==> src/include/emu_defines.svh <==
//////////////////////////////////////////////////////////////////////
// Global widths and sizes for the emulator glue logic
// APB register offsets and the LCD auto-mode hold time
//////////////////////////////////////////////////////////////////////
`ifndef EMU_DEFINES_SVH
`define EMU_DEFINES_SVH

// Menu status word
`define EMU_STATUS_W 64

// APB slave bus
`define EMU_APB_AW 4
`define EMU_APB_DW 32

// Register offsets
`define EMU_REG_STAT_LO 4'h0
`define EMU_REG_STAT_HI 4'h4
`define EMU_REG_SYS     4'h8

// Core loader address width
`define EMU_LDR_AW 20

// Cycles the LCD stays lit after an update in auto mode
`define EMU_LCD_HOLD 200

`endif

==> src/rtl/emu_cfg_pkg.sv <==
//////////////////////////////////////////////////////////////////////
// Configuration types: status word, its field positions,
// info mode encoding and the register map types
//////////////////////////////////////////////////////////////////////
`default_nettype none
`include "emu_defines.svh"

package emu_cfg_pkg;

	// Menu status word as written by the host
	typedef logic [`EMU_STATUS_W-1:0] status_t;

	// Field positions inside the status word
	localparam int ST_RESET    = 0;
	localparam int ST_MT32_DIS = 18;
	// Low bit of the two-bit info mode field
	localparam int ST_INFO_LO  = 41;

	typedef enum logic [1:0] {
		INFO_OFF      = 2'd0,
		INFO_MENU     = 2'd1,
		INFO_LCD_ON   = 2'd2,
		INFO_LCD_AUTO = 2'd3
	} info_mode_e;

	// Read-only system register, low bits
	typedef struct packed {
		logic ldr_done;
		logic core_rst_n;
		logic lcd_on;
	} sys_flags_t;

	// APB access phase, first or second cycle
	typedef enum logic {
		ACC_WAIT = 1'b0,
		ACC_DONE = 1'b1
	} acc_state_e;

endpackage

`default_nettype wire

==> src/rtl/emu_av_pkg.sv <==
//////////////////////////////////////////////////////////////////////
// Audio sample and pixel types
//////////////////////////////////////////////////////////////////////
`default_nettype none

package emu_av_pkg;

	// One channel of audio, 16 bits, sums wrap
	typedef logic [15:0] sample_t;

	// 24-bit RGB pixel
	typedef struct packed {
		logic [7:0] r;
		logic [7:0] g;
		logic [7:0] b;
	} pixel_t;

endpackage

`default_nettype wire

==> src/rtl/status_regs.sv <==
//////////////////////////////////////////////////////////////////////
// APB slave with one wait state
// 64-bit menu status word plus a read-only system register
//////////////////////////////////////////////////////////////////////
`timescale 1ns/1ps
`default_nettype none
`include "emu_defines.svh"

module status_regs (
	input  logic                     clk_sys,
	input  logic                     rst_n,
	input  logic                     psel,
	input  logic                     penable,
	input  logic                     pwrite,
	input  logic [`EMU_APB_AW-1:0]   paddr,
	input  logic [`EMU_APB_DW-1:0]   pwdata,
	output logic [`EMU_APB_DW-1:0]   prdata,
	output logic                     pready,
	output logic                     pslverr,
	input  logic [2:0]               sys_flags,
	output emu_cfg_pkg::status_t     status
);

	emu_cfg_pkg::acc_state_e acc_q;
	emu_cfg_pkg::sys_flags_t flags;
	logic                    access;
	logic                    sel_lo;
	logic                    sel_hi;
	logic                    sel_sys;
	logic                    bad;

	assign flags  = sys_flags;
	assign access = psel & penable;

	// Offset decode
	assign sel_lo  = (paddr == `EMU_REG_STAT_LO);
	assign sel_hi  = (paddr == `EMU_REG_STAT_HI);
	assign sel_sys = (paddr == `EMU_REG_SYS);
	// Unmapped, or a write to the read-only register
	assign bad     = ~(sel_lo | sel_hi | sel_sys) | (sel_sys & pwrite);

	// Second access cycle completes the transfer
	assign pready  = access & (acc_q == emu_cfg_pkg::ACC_DONE);
	assign pslverr = pready & bad;

	always_comb begin
		prdata = '0;
		if (sel_lo)
			prdata = status[31:0];
		else if (sel_hi)
			prdata = status[63:32];
		else if (sel_sys)
			prdata = {{(`EMU_APB_DW-3){1'b0}}, flags};
	end

	////////////////////////////////////////////////////////////////////////
	// Access state and register writes
	always_ff @(posedge clk_sys or negedge rst_n) begin
		if (!rst_n) begin
			acc_q  <= emu_cfg_pkg::ACC_WAIT;
			status <= '0;
		end else begin
			// One wait state, then back to idle on completion
			if (access && acc_q == emu_cfg_pkg::ACC_WAIT)
				acc_q <= emu_cfg_pkg::ACC_DONE;
			else
				acc_q <= emu_cfg_pkg::ACC_WAIT;

			if (pready && pwrite && !bad) begin
				if (sel_lo)
					status[31:0] <= pwdata;
				if (sel_hi)
					status[63:32] <= pwdata;
			end
		end
	end

endmodule

`default_nettype wire

==> src/rtl/sys_ctrl.sv <==
//////////////////////////////////////////////////////////////////////
// Core reset sequencer
// ROM loader write handshake toward the core
//////////////////////////////////////////////////////////////////////
`timescale 1ns/1ps
`default_nettype none
`include "emu_defines.svh"

module sys_ctrl (
	input  logic                   clk_sys,
	input  logic                   rst_n,
	input  emu_cfg_pkg::status_t   status,
	input  logic                   btn_reset,
	input  logic                   ioctl_download,
	input  logic                   ioctl_wr,
	input  logic [`EMU_LDR_AW-1:0] ioctl_addr,
	input  logic [7:0]             ioctl_dout,
	output logic                   ioctl_wait,
	output logic [`EMU_LDR_AW-1:0] ldr_addr,
	output logic [7:0]             ldr_wdat,
	output logic                   ldr_aen,
	output logic                   ldr_wr,
	input  logic                   ldr_ack,
	output logic                   ldr_done,
	output logic                   core_rst_n
);

	logic soft_rst;
	logic soft_rst_q;
	logic dl_q;
	logic ack_q;
	logic init_q;
	logic run_q;

	assign soft_rst = status[emu_cfg_pkg::ST_RESET];

	// Address and data go straight to the core
	assign ldr_addr   = ioctl_addr;
	assign ldr_wdat   = ioctl_dout;
	assign ldr_aen    = ioctl_download & ~ldr_done;
	// Host holds off while a byte is in flight
	assign ioctl_wait = ldr_wr;

	////////////////////////////////////////////////////////////////////////
	// Edge history and reset flags
	always_ff @(posedge clk_sys or negedge rst_n) begin
		if (!rst_n) begin
			soft_rst_q <= 1'b0;
			dl_q       <= 1'b0;
			ack_q      <= 1'b0;
			init_q     <= 1'b0;
			run_q      <= 1'b0;
			core_rst_n <= 1'b0;
		end else begin
			soft_rst_q <= soft_rst;
			dl_q       <= ioctl_download;
			ack_q      <= ldr_ack;
			// First release of the menu reset arms the core
			if (soft_rst_q && !soft_rst)
				init_q <= 1'b1;
			// First download start lets it run
			if (!dl_q && ioctl_download)
				run_q <= 1'b1;
			core_rst_n <= run_q & init_q & ~soft_rst & ~btn_reset;
		end
	end

	////////////////////////////////////////////////////////////////////////
	// Loader handshake
	always_ff @(posedge clk_sys or negedge rst_n) begin
		if (!rst_n) begin
			ldr_wr   <= 1'b0;
			ldr_done <= 1'b0;
		end else begin
			// Ack rising edge retires the write
			if (!ack_q && ldr_ack && ldr_wr)
				ldr_wr <= 1'b0;
			if (ioctl_wr && !ldr_done)
				ldr_wr <= 1'b1;
			// Sticky until rst_n once the download ends
			if (dl_q && !ioctl_download)
				ldr_done <= 1'b1;
		end
	end

endmodule

`default_nettype wire

==> src/rtl/audio_mixer.sv <==
//////////////////////////////////////////////////////////////////////
// Stereo mixer: core audio plus synthesizer audio
// Synthesizer is muted when present but disabled
//////////////////////////////////////////////////////////////////////
`timescale 1ns/1ps
`default_nettype none

module audio_mixer (
	input  logic                 clk_sys,
	input  logic                 rst_n,
	input  emu_cfg_pkg::status_t status,
	input  logic                 mt32_available,
	input  emu_av_pkg::sample_t  core_l,
	input  emu_av_pkg::sample_t  core_r,
	input  emu_av_pkg::sample_t  mt32_l,
	input  emu_av_pkg::sample_t  mt32_r,
	output emu_av_pkg::sample_t  audio_l,
	output emu_av_pkg::sample_t  audio_r
);

	logic                mute;
	emu_av_pkg::sample_t syn_l;
	emu_av_pkg::sample_t syn_r;

	assign mute  = mt32_available & status[emu_cfg_pkg::ST_MT32_DIS];
	assign syn_l = mute ? '0 : mt32_l;
	assign syn_r = mute ? '0 : mt32_r;

	// 16-bit sums, overflow wraps
	always_ff @(posedge clk_sys or negedge rst_n) begin
		if (!rst_n) begin
			audio_l <= '0;
			audio_r <= '0;
		end else begin
			audio_l <= core_l + syn_l;
			audio_r <= core_r + syn_r;
		end
	end

endmodule

`default_nettype wire

==> src/rtl/mt32_display.sv <==
//////////////////////////////////////////////////////////////////////
// Synthesizer display logic: info request pulse,
// LCD on/off with auto timeout, LCD overlay on the video path
//////////////////////////////////////////////////////////////////////
`timescale 1ns/1ps
`default_nettype none
`include "emu_defines.svh"

module mt32_display (
	input  logic                 clk_sys,
	input  logic                 rst_n,
	input  emu_cfg_pkg::status_t status,
	input  logic                 mt32_newmode,
	input  logic                 lcd_en,
	input  logic                 lcd_update,
	input  logic                 lcd_pix,
	output logic                 mt32_info_req,
	output logic                 lcd_on,
	input  logic [7:0]           vid_in_r,
	input  logic [7:0]           vid_in_g,
	input  logic [7:0]           vid_in_b,
	input  logic                 vid_in_hs,
	input  logic                 vid_in_vs,
	input  logic                 vid_in_de,
	output logic [7:0]           vid_r,
	output logic [7:0]           vid_g,
	output logic [7:0]           vid_b,
	output logic                 vid_hs,
	output logic                 vid_vs,
	output logic                 vid_de
);

	localparam int HOLD_W = $clog2(`EMU_LCD_HOLD + 1);

	emu_cfg_pkg::info_mode_e info;
	emu_av_pkg::pixel_t      pix_q;
	logic                    mode_q;
	logic                    upd_q;
	logic [HOLD_W-1:0]       hold_q;
	logic                    overlay;
	logic [1:0]              pix2;

	assign info    = emu_cfg_pkg::info_mode_e'(status[emu_cfg_pkg::ST_INFO_LO +: 2]);
	assign overlay = lcd_on & lcd_en;
	assign pix2    = {2{lcd_pix}};

	////////////////////////////////////////////////////////////////////////
	// Info request and LCD state
	always_ff @(posedge clk_sys or negedge rst_n) begin
		if (!rst_n) begin
			mode_q        <= 1'b0;
			upd_q         <= 1'b0;
			hold_q        <= '0;
			lcd_on        <= 1'b0;
			mt32_info_req <= 1'b0;
		end else begin
			mode_q        <= mt32_newmode;
			upd_q         <= lcd_update;
			// Pulse on any mode toggle, menu mode only
			mt32_info_req <= (mode_q ^ mt32_newmode) && (info == emu_cfg_pkg::INFO_MENU);

			if (hold_q != '0)
				hold_q <= hold_q - 1'b1;

			if (info == emu_cfg_pkg::INFO_LCD_ON) begin
				lcd_on <= 1'b1;
			end else if (info != emu_cfg_pkg::INFO_LCD_AUTO) begin
				lcd_on <= 1'b0;
			end else begin
				// Auto mode, lit for a while after each update
				if (hold_q == '0)
					lcd_on <= 1'b0;
				if (upd_q ^ lcd_update) begin
					lcd_on <= 1'b1;
					hold_q <= HOLD_W'(`EMU_LCD_HOLD);
				end
			end
		end
	end

	////////////////////////////////////////////////////////////////////////
	// Video path, one register stage
	always_ff @(posedge clk_sys) begin
		if (overlay) begin
			// Two copies of the LCD bit over the top six bits
			pix_q.r <= {pix2, vid_in_r[7:2]};
			pix_q.g <= {pix2, vid_in_g[7:2]};
			pix_q.b <= {pix2, vid_in_b[7:2]};
		end else begin
			pix_q.r <= vid_in_r;
			pix_q.g <= vid_in_g;
			pix_q.b <= vid_in_b;
		end
	end

	// Sync and enable delayed alongside the pixel
	always_ff @(posedge clk_sys or negedge rst_n) begin
		if (!rst_n) begin
			vid_hs <= 1'b0;
			vid_vs <= 1'b0;
			vid_de <= 1'b0;
		end else begin
			vid_hs <= vid_in_hs;
			vid_vs <= vid_in_vs;
			vid_de <= vid_in_de;
		end
	end

	assign vid_r = pix_q.r;
	assign vid_g = pix_q.g;
	assign vid_b = pix_q.b;

endmodule

`default_nettype wire

==> src/rtl/emu_glue.sv <==
//////////////////////////////////////////////////////////////////////
// Top level of the emulator glue logic
// Status registers, reset and loader, audio mixer, LCD display
//////////////////////////////////////////////////////////////////////
`timescale 1ns/1ps
`default_nettype none
`include "emu_defines.svh"

module emu_glue (
	input  logic                   clk_sys,
	input  logic                   rst_n,
	// APB slave
	input  logic                   psel,
	input  logic                   penable,
	input  logic                   pwrite,
	input  logic [`EMU_APB_AW-1:0] paddr,
	input  logic [`EMU_APB_DW-1:0] pwdata,
	output logic [`EMU_APB_DW-1:0] prdata,
	output logic                   pready,
	output logic                   pslverr,
	// Host download
	input  logic                   ioctl_download,
	input  logic                   ioctl_wr,
	input  logic [`EMU_LDR_AW-1:0] ioctl_addr,
	input  logic [7:0]             ioctl_dout,
	output logic                   ioctl_wait,
	// Core loader
	output logic [`EMU_LDR_AW-1:0] ldr_addr,
	output logic [7:0]             ldr_wdat,
	output logic                   ldr_aen,
	output logic                   ldr_wr,
	input  logic                   ldr_ack,
	output logic                   ldr_done,
	// Core reset
	output logic                   core_rst_n,
	input  logic                   btn_reset,
	// Audio
	input  emu_av_pkg::sample_t    core_l,
	input  emu_av_pkg::sample_t    core_r,
	input  emu_av_pkg::sample_t    mt32_l,
	input  emu_av_pkg::sample_t    mt32_r,
	output emu_av_pkg::sample_t    audio_l,
	output emu_av_pkg::sample_t    audio_r,
	// Synthesizer status
	input  logic                   mt32_available,
	input  logic                   mt32_newmode,
	input  logic                   lcd_en,
	input  logic                   lcd_update,
	input  logic                   lcd_pix,
	output logic                   mt32_info_req,
	// Video
	input  logic [7:0]             vid_in_r,
	input  logic [7:0]             vid_in_g,
	input  logic [7:0]             vid_in_b,
	input  logic                   vid_in_hs,
	input  logic                   vid_in_vs,
	input  logic                   vid_in_de,
	output logic [7:0]             vid_r,
	output logic [7:0]             vid_g,
	output logic [7:0]             vid_b,
	output logic                   vid_hs,
	output logic                   vid_vs,
	output logic                   vid_de
);

	emu_cfg_pkg::status_t status;
	logic                 lcd_on;

	status_regs status_regs_i (
		.clk_sys, .rst_n, .psel, .penable, .pwrite, .paddr, .pwdata,
		.prdata, .pready, .pslverr,
		// Read-only bits fed back from the other blocks
		.sys_flags ({ldr_done, core_rst_n, lcd_on}),
		.status
	);

	sys_ctrl sys_ctrl_i (
		.clk_sys, .rst_n, .status, .btn_reset,
		.ioctl_download, .ioctl_wr, .ioctl_addr, .ioctl_dout, .ioctl_wait,
		.ldr_addr, .ldr_wdat, .ldr_aen, .ldr_wr, .ldr_ack, .ldr_done,
		.core_rst_n
	);

	audio_mixer audio_mixer_i (
		.clk_sys, .rst_n, .status, .mt32_available,
		.core_l, .core_r, .mt32_l, .mt32_r, .audio_l, .audio_r
	);

	mt32_display mt32_display_i (
		.clk_sys, .rst_n, .status,
		.mt32_newmode, .lcd_en, .lcd_update, .lcd_pix, .mt32_info_req, .lcd_on,
		.vid_in_r, .vid_in_g, .vid_in_b, .vid_in_hs, .vid_in_vs, .vid_in_de,
		.vid_r, .vid_g, .vid_b, .vid_hs, .vid_vs, .vid_de
	);

endmodule

`default_nettype wire

==> config.mk <==
export PLATFORM = sky130hd
export DESIGN_NAME = emu_glue
export DESIGN_NICKNAME = d
export VERILOG_FILES = /design/src/rtl/emu_cfg_pkg.sv /design/src/rtl/emu_av_pkg.sv /design/src/rtl/status_regs.sv /design/src/rtl/sys_ctrl.sv /design/src/rtl/audio_mixer.sv /design/src/rtl/mt32_display.sv /design/src/rtl/emu_glue.sv
export VERILOG_INCLUDE_DIRS = /design/src /design/src/include
export SDC_FILE = /design/constraint.sdc
export NUM_CORES = 1
export LEC_CHECK = 0
export BUFFER_PORTS_ARGS = -buffer_cell sky130_fd_sc_hd__buf_4
export CAP_MARGIN = 20
export CELL_PAD_IN_SITES_DETAIL_PLACEMENT = 1
export CELL_PAD_IN_SITES_GLOBAL_PLACEMENT = 1
export CORE_ASPECT_RATIO = 0.8
export CORE_MARGIN = 4
export CORE_UTILIZATION = 33
export CTS_CLUSTER_SIZE = 12
export DETAILED_ROUTE_END_ITERATION = 6
export PLACE_DENSITY = 0.76
export SLEW_MARGIN = 10
export SYNTH_ARGS = -nofsm -noshare
export SYNTH_HDL_FRONTEND = slang
export SYNTH_SLANG_ARGS = --single-unit
==> constraint.sdc <==
create_clock -name clk_sys -period 2.7 [get_ports clk_sys]
set_input_delay 0.135 -clock clk_sys [delete_from_list [all_inputs] [get_ports clk_sys]]
set_output_delay 0.135 -clock clk_sys [all_outputs]
set_load 0.05 [all_outputs]
======== Word level (Yosys, flattened, before mapping) ========
Cells that the tools add are included.
storage, ports and cells
  register bits after elaboration ......... 144
  input bits .............................. 169
  output and inout bits ................... 127
operators by class
  add/sub/neg operators ................... 3
  equality and inequality tests ........... 5
  muxes and demuxes ....................... 17
  bitwise operators ....................... 20
  reduce and logical (&&, ||, !) cells .... 23
operator list
  operator                                                            number
  32-bit 2-to-1 mux                                                   2
  16-bit adder                                                        2
  16-bit 2-to-1 mux                                                   2
  8-bit 2-to-1 mux                                                    4
  24-bit 2-to-1 mux                                                   1
  1-bit AND                                                           10
  1-bit logical AND                                                   10
  8-bit logical NOT                                                   1
  8-bit nonzero test                                                  1
  8-bit by 1-bit subtractor with 8-bit output, second input constant  1
  1-bit 2-to-1 mux                                                    7
  1-bit logical NOT                                                   6
  1-bit NOT                                                           5
  4-bit by 3-bit == test with 1-bit output, second input constant     1
  4-bit == test, second input constant                                1
  4-bit logical NOT                                                   1
  2-bit AND reduction                                                 2
  4-bit nonzero test                                                  1
  3-bit 2-to-1 mux                                                    1
  1-bit bitwise OR                                                    3
  2-bit by 1-bit == test with 1-bit output, second input constant     1
  2-bit == test, second input constant                                1
  2-bit inequality test, second input constant                        1
  2-bit nonzero test                                                  1
  1-bit XOR                                                           2

======== Longest topological paths before layout ========
Gate-level depths: netlist (run 1).
  depth in word-level cells ............... 8
  gate-level depth with buffers ........... 10

======== Modules after synthesis ========
From an unflattened synthesis (run 1), not the netlist that was laid out.
second synthesis, totals
  cell total of the unflattened synthesis .. 611
  area, all modules ....................... 7221.9 um^2
by module, submodules not included
  module        instances  cells an instance  area each (um^2)  seq. area each (um^2)
  status_regs   1          198                2879.0            1626.6
  audio_mixer   1          252                2449.8            800.8
  mt32_display  1          113                1412.6            855.8
  sys_ctrl      1          48                 480.5             200.2

======== Worst setup path before layout (run 1) ========
Ideal clock, no wire load.
  path kind ............................... reg-to-reg
  start point ............................. register status_regs_i.status[18]
  end point ............................... register audio_mixer_i.audio_l[12]
  setup time .............................. 0.125 ns
  arrival time ............................ 2.402 ns
  slack ................................... 0.172 ns
  cell stages (with the launch flop) ...... 11
  clock period less this slack ............ 2.528 ns
  path through ............................ dfrtp_1 -> nand2_1 -> clkbuf_1 -> and2_1 -> ha_1 -> fa_1 -> a21o_1 -> a31o_2 -> a41o_1 -> mux2i_1 -> a2111oi_0
between the ends
  word-level cells in the longest chain between the ends .. 3
ends and longest elaborated chain
  what                    line               RTL
  from (decl)             status_regs.sv:21  output emu_cfg_pkg::status_t status
  from (signal assigned)  status_regs.sv:71  status[31:0] <= pwdata;
  1-bit AND               audio_mixer.sv:25  assign mute = mt32_available & status[emu_cfg_pkg::ST_MT32_DIS];
  16-bit 2-to-1 mux       audio_mixer.sv:26  assign syn_l = mute ? '0 : mt32_l;
  16-bit adder            audio_mixer.sv:35  audio_l <= core_l + syn_l;
  to (signal assigned)    audio_mixer.sv:35
  to (decl)               audio_mixer.sv:17  output emu_av_pkg::sample_t audio_l,
No other way between the ends.
A chain may end at the register's enable or synchronous reset.

======== Worst setup path after layout (run 1) ========
Same ends and word-level chain as after synthesis.

==> impl_metrics.json, run 1 <==
{
  "status": "finished, final reports clean",
  "io_pins": 296,
  "ir_worst_vdd_mv": 0.4151,
  "p_total_w": 0.006708,
  "clock_latency_ns": 0.43,
  "critPathKind": "flip-flop to flip-flop",
  "syn-num-nets": 830,
  "finalWeightedCongestion": 0.8469,
  "fin_nets": 1124,
  "endpoint": "audio_mixer_i.audio_l[12]$_DFF_PN0_",
  "max-slew-margin-rel": 0.3038,
  "post-route-util": 0.4903,
  "num_rows": 48,
  "htreeDepth": 4,
  "p_seq_frac": 0.377,
  "design.die.area_um2": 24270,
  "end_kind": "flip-flop",
  "drtIter0Drc": 213,
  "synthMuxAreaShare": 0.1320,
  "grt_pass1_vias": 6432,
  "gr-total-overflow": 0,
  "power_frac_clock": 0.359,
  "num_vias": 5907,
  "wl_per_cell_um": 19.06,
  "ys_seq_area_frac": 0.4835,
  "dp_hpwl_um": 15510,
  "finalCritPeriodShare": 0.9414,
  "p_int_w": 0.004434,
  "worst_slew_pin_slew_ns": 1.042,
  "path_cells": "nand2_1, buf_12, and2_1, fa_1, a21o_1, a31o_2, a41o_1, mux2i_1, a2111oi_2",
  "cp.depth": 9,
  "die_y_um": 140.2,
  "cp.arrival_ns": 2.86,
  "power.leakage_nw": 5.169,
  "drv_cap": 0,
  "start_kind": "flip-flop",
  "synth_cells": 627,
  "hold_viol": 0,
  "port_buffers": 239,
  "clock_sinks": 144,
  "cp_slowest_cell": "fa_1",
  "finalMaxSlewViolations": 0,
  "power_density_nw_per_um2": 636.4,
  "comb_power_share": 0.265,
  "fin_setup_tns_ns": 0,
  "areaGrowthSynthToFinish_pct": 46.32,
  "core_area_um2": 21500,
  "via_per_inst": 4.882,
  "r2r-end": "audio_mixer_i.audio_l[12]$_DFF_PN0_",
  "cts_tree": "done",
  "cts_buffers": 17,
  "ys_async_sr_fraction": 0.8333,
  "ys_warn_count": 0,
  "avgSynthCellArea_um2": 11.49,
  "critical_path.top_delay_family": "compound AO/OA/AOI/OAI gates",
  "min_period_ns": 2.542,
  "power.switching_w": 0.002274,
  "hp-class": "input pin to flip-flop",
  "fmax_ghz": 0.3934,
  "synth_simple_gate_area_frac": 0.09673,
  "cts_setup_buffers": 0,
  "crit_required_ns": 3.02,
  "synth-compound-area-share": 0.1309,
  "r2r_start": "status_regs_i.status[18]$_DFFE_PN0P_",
  "synth_cell_types": 54,
  "postRouteAntennaNets": 0,
  "clk_pin_slew_worst_paths_ns": 0.07,
  "route.met3.wl_um": 1261,
  "multi_input_area_um2": 3339,
  "grt_start_max_net_pins": 60,
  "rsz0062_at_grt": "false",
  "ff2ff_path_depth": 9,
  "synth_xor_area_frac": 0.03890,
  "routed_wl_um": 23060,
  "critPathMaxStageDelay_ns": 0.43,
  "drive_above_1_share": 0.4090,
  "nFillCells": 2319,
  "synth_edf_count": 0,
  "seqCellArea_um2": 3483,
  "ff2ff_setup_slack_ns": 0.16,
  "antenna_found_initial": 0,
  "critical_path_buf_inv_count": 1,
  "fin_skew_ns": 0.009752,
  "crit_start": "status_regs_i.status[18]$_DFFE_PN0P_",
  "synth_fa_ha_area_frac": 0.06113,
  "synth_top_family_by_area": "multiplexers",
  "grt_pass1_wl_um": 36690,
  "finalSetupViolCount": 0,
  "firstDrtPassIters": 4,
  "wl_met1_um": 9960,
  "start_util": 0.3351,
  "die_x_um": 173.2,
  "synth_area_um2": 7204,
  "synth_seq_cells": 144,
  "switching_share": 0.3390,
  "synthFlopType": "dfrtp_1",
  "drc_errors": 0,
  "grt.total_usage": 0.1893,
  "crit_fanout": 28,
  "max-clock-path-buffers": 2,
  "top_layer": "met4",
  "cts_root_buffer": "clkbuf_16",
  "met2_length_um": 11560
}
[layout by cell type (no fill, tap or decap), types with 6 or more instances in the layout]
master and n:
dfrtp_1 120, nand2_1 31, nor3_1 10, inv_1 11, mux2_2 80, and3_1 7, buf_4 254, nand3_1 10
and2_1 31, ha_1 32, dlygate4sd3_1 79, dfxtp_1 24, nor2_1 23, xor2_1 19, o21ai_0 19, a22o_1 29
o211ai_1 6, xnor2_1 13, clkbuf_16 17, a21oi_1 25, a21o_1 20
[cell usage after synthesis, drive strengths merged, types with 7 or more instances]
library cell,instances,area share
a21o,21,0.022
a21oi,26,0.018
a22o,29,0.035
and2,31,0.027
and3,7,0.0061
buf,45,0.043
clkbuf,15,0.0078
dfrtp,120,0.42
dfxtp,24,0.067
ha,32,0.056
inv,11,0.0057
mux2,80,0.13
nand2,31,0.016
nand3,10,0.0069
nor2,23,0.012
nor3,12,0.0097
o211ai,7,0.0080
o21ai,19,0.013
xnor2,13,0.016
xor2,19,0.023
[kinds of logic (layout without fill, tap and decap cells)]
| logic type | count (synthesis) | count (layout) |
|---|---|---|
| xor gates and xnor gates | 32 | 32 |
| DFF | 144 | 144 |
| AOI/OAI and AO/OA | 129 | 129 |
| adders and majority gates | 34 | 34 |
| other | 0 | 1 |
| muxes | 85 | 85 |
| and+or+nand+nor | 132 | 132 |
| buffers and inverters | 71 | 378 |
[per-layer routing]
layer,GRT usage,vias up
met4,0.04492,0
li1,-,2799
met1,0.2324,2937
met3,0.05963,20
met5,0,-
met2,0.3275,151
[metrics by stage]
stage / hold WS (ns) / worst slack (ns) / instances / cell area [um^2]
final: 0.02633 / 0.1581 / 1210 / 10540
after CTS: 0.004219 / 0.05287 / 1209 / 10530
after detailed placement: 0.2060 / 0.06038 / 1098 / 9145
after floorplan: -0.1606 / 0.1722 / 627 / 7204
after global placement: 0.2014 / 0.09697 / 1098 / 9145
after global routing: 0.03364 / 0.03537 / 1209 / 10540
[power by group through the flow]
| stage | clock (W) | combinational [W] | sequential (W) |
|---|---|---|---|
| 2_1_floorplan | 0 | 0.000693 | 0.00299 |
| 3_3_place_gp | 0 | 0.00164 | 0.00255 |
| 3_5_place_dp | 0 | 0.00168 | 0.00256 |
| 4_1_cts | 0.00247 | 0.00178 | 0.00252 |
| 5_1_grt | 0.00256 | 0.00191 | 0.00255 |
| 6_report | 0.00241 | 0.00178 | 0.00253 |
[repair_timing]
action / 4_1_cts / 5_1_grt
hold buffers: 79 / 0
setup endpoints to repair: 0 / 2
resized for setup: 0 / 3
endpoints found under the hold margin: 146 / 0
[cell type report]
class | count | area share
multi-input cells | 412 | 0.3168
clock buffers | 17 | 0.04036
inverters | 11 | 0.003917
diodes | 1 | 0.0002374
flip-flops and latches | 144 | 0.3304
repair buffers | 335 | 0.2597
well taps | 275 | 0.03264
clock inverters | 15 | 0.01591
[sequential cells by signal, summed over array words and instances, names as in the netlist, 8 cells and up]
signal	count
mt32_display_i.hold_q	8
audio_mixer_i.audio_l	16
mt32_display_i.vid_g	8
mt32_display_i.vid_r	8
mt32_display_i.vid_b	8
audio_mixer_i.audio_r	16
status_regs_i.status	64
[how the worst min path moves through the flow]
stage / from / to / slack (ns) / cells past startpoint
4_1_cts: core_l[15] / audio_mixer_i.audio_l[15]$_DFF_PN0_ / 0.004 / 3
3_3_place_gp: rst_n / sys_ctrl_i.core_rst_n$_DFF_PN0_ / 0.20 / 1
5_1_grt: core_l[15] / audio_mixer_i.audio_l[15]$_DFF_PN0_ / 0.03 / 3
3_5_place_dp: rst_n / sys_ctrl_i.ioctl_wait$_DFFE_PN0P_ / 0.21 / 1
6_report: core_l[15] / audio_mixer_i.audio_l[15]$_DFF_PN0_ / 0.03 / 3
2_1_floorplan: rst_n / audio_mixer_i.audio_l[0]$_DFF_PN0_ / -0.16 / 0
[worst reg2reg max path, stage by stage (launching register included)]
cell       delay, ns
dfrtp_1         0.37
nand2_1         0.15
buf_12          0.20
and2_1          0.21
fa_1            0.43
a21o_1          0.22
a31o_2          0.26
a41o_1          0.27
mux2i_1         0.14
a2111oi_2       0.20
Note: power is estimated with default switching activity, not from simulation.
==> run 2: changes to the inputs <==
- PLACE_DENSITY: 0.76 -> not set
- PLACE_DENSITY_LB_ADDON: not set -> 0.1
==> run 2 against run 1 <==
Against the previous run: register-to-register slack is essentially flat; critical path type unchanged; die area did not move; clock-buffer cell count grew 2; largest power group unchanged; critical endpoint unchanged; highest routed layer unchanged; critical path depth is the same; largest cell class unchanged; sequential cell count is the same; utilization shrank 0.30 points.
==> impl_metrics.json, run 2 (synthesis gave the netlist of run 1 again) <==
{
  "status": "finished, final reports clean",
  "critical_path.top_delay_family": "compound AO/OA/AOI/OAI gates",
  "cts_buffers": 17,
  "die_x_um": 173.2,
  "ff2ff_setup_slack_ns": 0.15,
  "routed_wl_um": 22520,
  "fin_skew_ns": 0.008694,
  "max-clock-path-buffers": 2,
  "io_pins": 296,
  "reg_top3": "status_regs_i.status x64, audio_mixer_i.audio_l x16, audio_mixer_i.audio_r x16",
  "nFillCells": 2314,
  "most-common-layout-cells": "buf_4, dfrtp_1, mux2_2",
  "num_vias": 5947,
  "grt_pass1_wl_um": 36230,
  "ir_worst_vdd_mv": 0.3395,
  "min_path_cells": 2,
  "layout_commonest_cell": "buf_4",
  "drtIter0Drc": 227,
  "r2r_start": "status_regs_i.status[18]$_DFFE_PN0P_",
  "wl_per_cell_um": 18.74,
  "areaGrowthSynthToFinish_pct": 45.43,
  "drive_above_1_share": 0.4060,
  "cts_root_buffer": "clkbuf_16",
  "worst_slew_pin_slew_ns": 1.038,
  "drc_errors": 0,
  "dp_hpwl_um": 16160,
  "finalWorstSetupSlack_ns": 0.1535,
  "grt_start_max_net_pins": 84,
  "rsz0062_at_grt": "false",
  "post-route-util": 0.4873,
  "clock_sinks": 144,
  "crit_fanout": 14,
  "antenna_found_initial": 1,
  "post-place-ws_ns": -0.01188,
  "htreeDepth": 4,
  "max-slew-margin-rel": 0.3061,
  "clk_pin_slew_worst_paths_ns": 0.07,
  "critPathKind": "flip-flop to flip-flop",
  "min_period_ns": 2.546,
  "finalMaxSlewViolations": 0,
  "die_y_um": 140.2,
  "fin_nets": 1116,
  "path_cells": "nand2_1, buf_4, and2_1, fa_1, a21o_1, a31o_2, a41o_1, mux2i_1, a2111oi_2",
  "seqCellArea_um2": 3483,
  "power_density_nw_per_um2": 638.4,
  "num_rows": 48,
  "cts_setup_buffers": 0,
  "hp-class": "input pin to flip-flop",
  "power.leakage_nw": 5.127,
  "regMostFlops": "status_regs_i.status",
  "hold_path_startpoint": "core_l[1]",
  "grt_pass1_vias": 6797,
  "firstDrtPassIters": 4,
  "start_kind": "flip-flop",
  "largest_reg_flops": 64,
  "cp_slowest_cell": "fa_1",
  "start_util": 0.3351,
  "r2r-end": "audio_mixer_i.audio_l[12]$_DFF_PN0_",
  "core_area_um2": 21500,
  "design.die.area_um2": 24270,
  "gr-total-overflow": 0,
  "critical_path_buf_inv_count": 1,
  "clock_latency_ns": 0.42,
  "cts_tree": "done",
  "min_to": "audio_mixer_i.audio_l[1]$_DFF_PN0_",
  "cp.arrival_ns": 2.85,
  "end_kind": "flip-flop",
  "via_per_inst": 4.948,
  "critPathMaxStageDelay_ns": 0.44,
  "finalSetupViolCount": 0,
  "crit_required_ns": 3.01,
  "postRouteAntennaNets": 0,
  "drv_cap": 0,
  "fmax_ghz": 0.3927,
  "p_total_w": 0.006689,
  "whs_ns": 0.02392,
  "finalCritPeriodShare": 0.9431,
  "port_buffers": 239,
  "grt.total_usage": 0.1866,
  "hold_viol": 0,
  "multi_input_area_um2": 3346,
  "ff2ff_path_depth": 9,
  "finalWeightedCongestion": 0.8225
}
==> run 2: cell types whose count changed in the layout (fill, tap and decap cells not counted), sizes merged <==
| cell | change |
|---|---|
| buf | -8 |
| bufinv | +1 |
| clkbuf | +2 |
| inv | -3 |
==> run 2: worst max-delay path by stage <==
stage,endpoint,depth (start not counted),startpoint
3_5_place_dp,audio_mixer_i.audio_l[12]$_DFF_PN0_,9,status_regs_i.status[18]$_DFFE_PN0P_
5_1_grt,audio_mixer_i.audio_l[11]$_DFF_PN0_,9,status_regs_i.status[18]$_DFFE_PN0P_
6_report,audio_mixer_i.audio_l[12]$_DFF_PN0_,9,status_regs_i.status[18]$_DFFE_PN0P_
3_3_place_gp,audio_mixer_i.audio_r[14]$_DFF_PN0_,10,status_regs_i.status[18]$_DFFE_PN0P_
2_1_floorplan,audio_mixer_i.audio_l[12]$_DFF_PN0_,10,status_regs_i.status[18]$_DFFE_PN0P_
4_1_cts,audio_mixer_i.audio_l[12]$_DFF_PN0_,9,status_regs_i.status[18]$_DFFE_PN0P_
==> run 2: per-layer routing <==
| metal | routed length [um] | global-route usage |
|---|---|---|
| met3 | 1237 | 0.05936 |
| met2 | 11160 | 0.3176 |
| met5 | 0 | 0 |
| met4 | 367 | 0.04996 |
| met1 | 9759 | 0.2307 |
==> run 2: timing repair <==
item,in CTS,in global routing
gates resized for setup,1,3
pin swaps,0,1
setup endpoints to repair,1,4
hold buffers,79,0
hold endpoints to repair,139,0
==> run 2: where the power goes <==
| part | switching [W] | total, W | internal, W |
|---|---|---|---|
| registers | 0.000144 | 0.00254 | 0.00239 |
| logic | 0.00104 | 0.00175 | 0.000712 |
| clock network | 0.000994 | 0.00240 | 0.00141 |
| total | 0.00218 | 0.00669 | 0.00451 |
==> run 2: area by class of cell <==
cell class	count	area share
Timing Repair Buffer	327	0.2544
Clock inverter	13	0.01457
Tap cell	275	0.03284
Multi-Input combinational cell	412	0.3193
Inverter	11	0.003941
Antenna cell	1	0.0002388
Sequential cell	144	0.3325
Clock buffer	19	0.04227
==> run 2: metrics by stage <==
step           instance area (um^2)  std cells  TNS (ns)
2_1_floorplan                  7204        627         0
3_3_place_gp                   9075       1090         0
3_5_place_dp                   9075       1090  -0.01188
4_1_cts                       10460       1201         0
5_1_grt                       10480       1202         0
6_report                      10480       1202         0
==> run 3: changes to the inputs <==
- REMOVE_ABC_BUFFERS: not set -> 1
==> run 3 against run 2 <==
Against the previous run: combinational power about the same; register-to-register slack worse by 0.02 ns; global-route usage rose by 0.84 points; via count up 0.40%; sequential share of layout area is 0.20 points lower; utilization grew 0.30 points; die area unchanged; sequential power barely moved; routed wire length grew 4.6%; power is 1.2% lower; critical endpoint unchanged; largest power group unchanged.
==> impl_metrics.json, run 3 (synthesis gave the netlist of run 1 again) <==
{
  "finalCritPeriodShare": 0.9495,
  "htreeDepth": 4,
  "status": "finished, final reports clean",
  "grt_pass1_wl_um": 37550,
  "drc_errors": 0,
  "gr-total-overflow": 0,
  "clock_latency_ns": 0.42,
  "most-common-layout-cells": "buf_4, dfrtp_1, dlygate4sd3_1",
  "postRouteAntennaNets": 0,
  "worst_slew_pin_slew_ns": 0.9593,
  "max-slew-margin-rel": 0.3589,
  "grt_pass1_vias": 6758,
  "postPlaceCellArea_um2": 9112,
  "cts_buffers": 17,
  "port_buffers": 239,
  "antenna_found_initial": 1,
  "fmax_ghz": 0.3901,
  "finalMaxSlewViolations": 0,
  "cts_setup_buffers": 0,
  "largest_reg_flops": 64,
  "dp_hpwl_um": 17140,
  "clock_sinks": 144,
  "fin_skew_ns": 0.01192,
  "hp-class": "input pin to flip-flop",
  "routed_wl_um": 23560,
  "min_period_ns": 2.564,
  "power.leakage_nw": 5.160,
  "power_density_nw_per_um2": 626.7,
  "crit_fanout": 4,
  "reg_top3": "status_regs_i.status x64, audio_mixer_i.audio_l x16, audio_mixer_i.audio_r x16",
  "finalSetupViolCount": 0,
  "wl_per_cell_um": 19.45,
  "crit_required_ns": 3.01,
  "end_kind": "flip-flop",
  "regMostFlops": "status_regs_i.status",
  "hold_viol": 0,
  "cts_tree": "done",
  "start_kind": "flip-flop",
  "fin_area_um2": 10540,
  "drive_above_1_share": 0.4118,
  "die_y_um": 140.2,
  "areaGrowthSynthToFinish_pct": 46.32,
  "critPathKind": "flip-flop to flip-flop",
  "via_per_inst": 4.931,
  "fin_nets": 1125,
  "clk_pin_slew_worst_paths_ns": 0.07,
  "finalWeightedCongestion": 0.8122,
  "grt.total_usage": 0.1950,
  "drv_cap": 0,
  "num_rows": 48,
  "cp.arrival_ns": 2.88,
  "grt_start_max_net_pins": 56,
  "rsz0062_at_grt": "true",
  "core_area_um2": 21500,
  "die_x_um": 173.2,
  "num_vias": 5971,
  "ir_worst_vdd_mv": 0.3116,
  "start_util": 0.3351,
  "io_pins": 296,
  "drtIter0Drc": 169,
  "whs_ns": 0.04520,
  "firstDrtPassIters": 4,
  "layout_commonest_cell": "buf_4",
  "nFillCells": 2324,
  "design.die.area_um2": 24270,
  "cts_root_buffer": "clkbuf_16",
  "max-clock-path-buffers": 2
}
[run 3: worst max-delay path, stage by stage (launching register included)]
cell	delay (ns)
dfrtp_1	0.38
nand2_2	0.11
and2_1	0.17
ha_1	0.23
fa_1	0.43
a21o_1	0.23
a31o_2	0.27
a41o_1	0.27
mux2i_1	0.15
a2111oi_2	0.22
[run 3: per-stage QoR]
| step | power [W] | std cells | TNS [ns] | setup slack, ns | utilization |
|---|---|---|---|---|---|
| final | 0.006607 | 1211 | 0 | 0.1365 | 0.4903 |
| after CTS | 0.006699 | 1210 | 0 | 0.03110 | 0.4891 |
| after detailed placement | 0.004221 | 1095 | -0.08380 | -0.08380 | 0.4238 |
| after floorplan | 0.003569 | 567 | -22.25 | -0.3633 | - |
| after global placement | 0.004172 | 1095 | 0 | 0.1732 | 0.4238 |
| after global routing | 0.006960 | 1211 | -0.03747 | -0.01927 | 0.4903 |
[run 3: per-layer routing]
| metal | share of wire | global-route usage |
|---|---|---|
| met5 | 0 | 0 |
| met4 | 0.015 | 0.05458 |
| met3 | 0.068 | 0.07151 |
| met2 | 0.48 | 0.3164 |
| met1 | 0.44 | 0.2471 |
[run 3: final cells by class]
type | instances | area, um^2 | area share
flip-flops and latches | 144 | 3483 | 0.3304
multi-input cells | 412 | 3358 | 0.3186
inverters | 11 | 41.29 | 0.003917
repair buffers | 336 | 2743 | 0.2602
diodes | 1 | 2.502 | 0.0002374
clock inverters | 14 | 140.1 | 0.01329
clock buffers | 18 | 429.2 | 0.04071
well taps | 275 | 344.1 | 0.03264
[run 3: timing repair]
action                                  CTS  global route
endpoints found under the setup margin    1             5
endpoints found under the hold margin   157             0
hold buffers                             83             0
resized for setup                         2             6
[run 3: power breakdown]
group	switching [W]	leakage, nW	internal (W)
registers	0.000137	1.73	0.00239
logic	0.00105	3.15	0.000723
clock network	0.00107	0.281	0.00123
total	0.00226	5.16	0.00434
[run 3: final timing paths]
| kind | from | to | slack [ns] | depth (start not counted) |
|---|---|---|---|---|
| max | status_regs_i.status[18]$_DFFE_PN0P_ | audio_mixer_i.audio_l[12]$_DFF_PN0_ | 0.14 | 9 |
| min | mt32_l[0] | audio_mixer_i.audio_l[0]$_DFF_PN0_ | 0.05 | 3 |
| max reg2reg | status_regs_i.status[18]$_DFFE_PN0P_ | audio_mixer_i.audio_l[12]$_DFF_PN0_ | 0.14 | 9 |
| min reg2reg | status_regs_i.acc_q$_DFF_PN0_ | status_regs_i.acc_q$_DFF_PN0_ | 0.42 | 1 |
| max in group asynchronous | rst_n | status_regs_i.status[50]$_DFFE_PN0P_ | 1.50 | 3 |
| min in group asynchronous | rst_n | sys_ctrl_i.ack_q$_DFF_PN0_ | 0.36 | 2 |
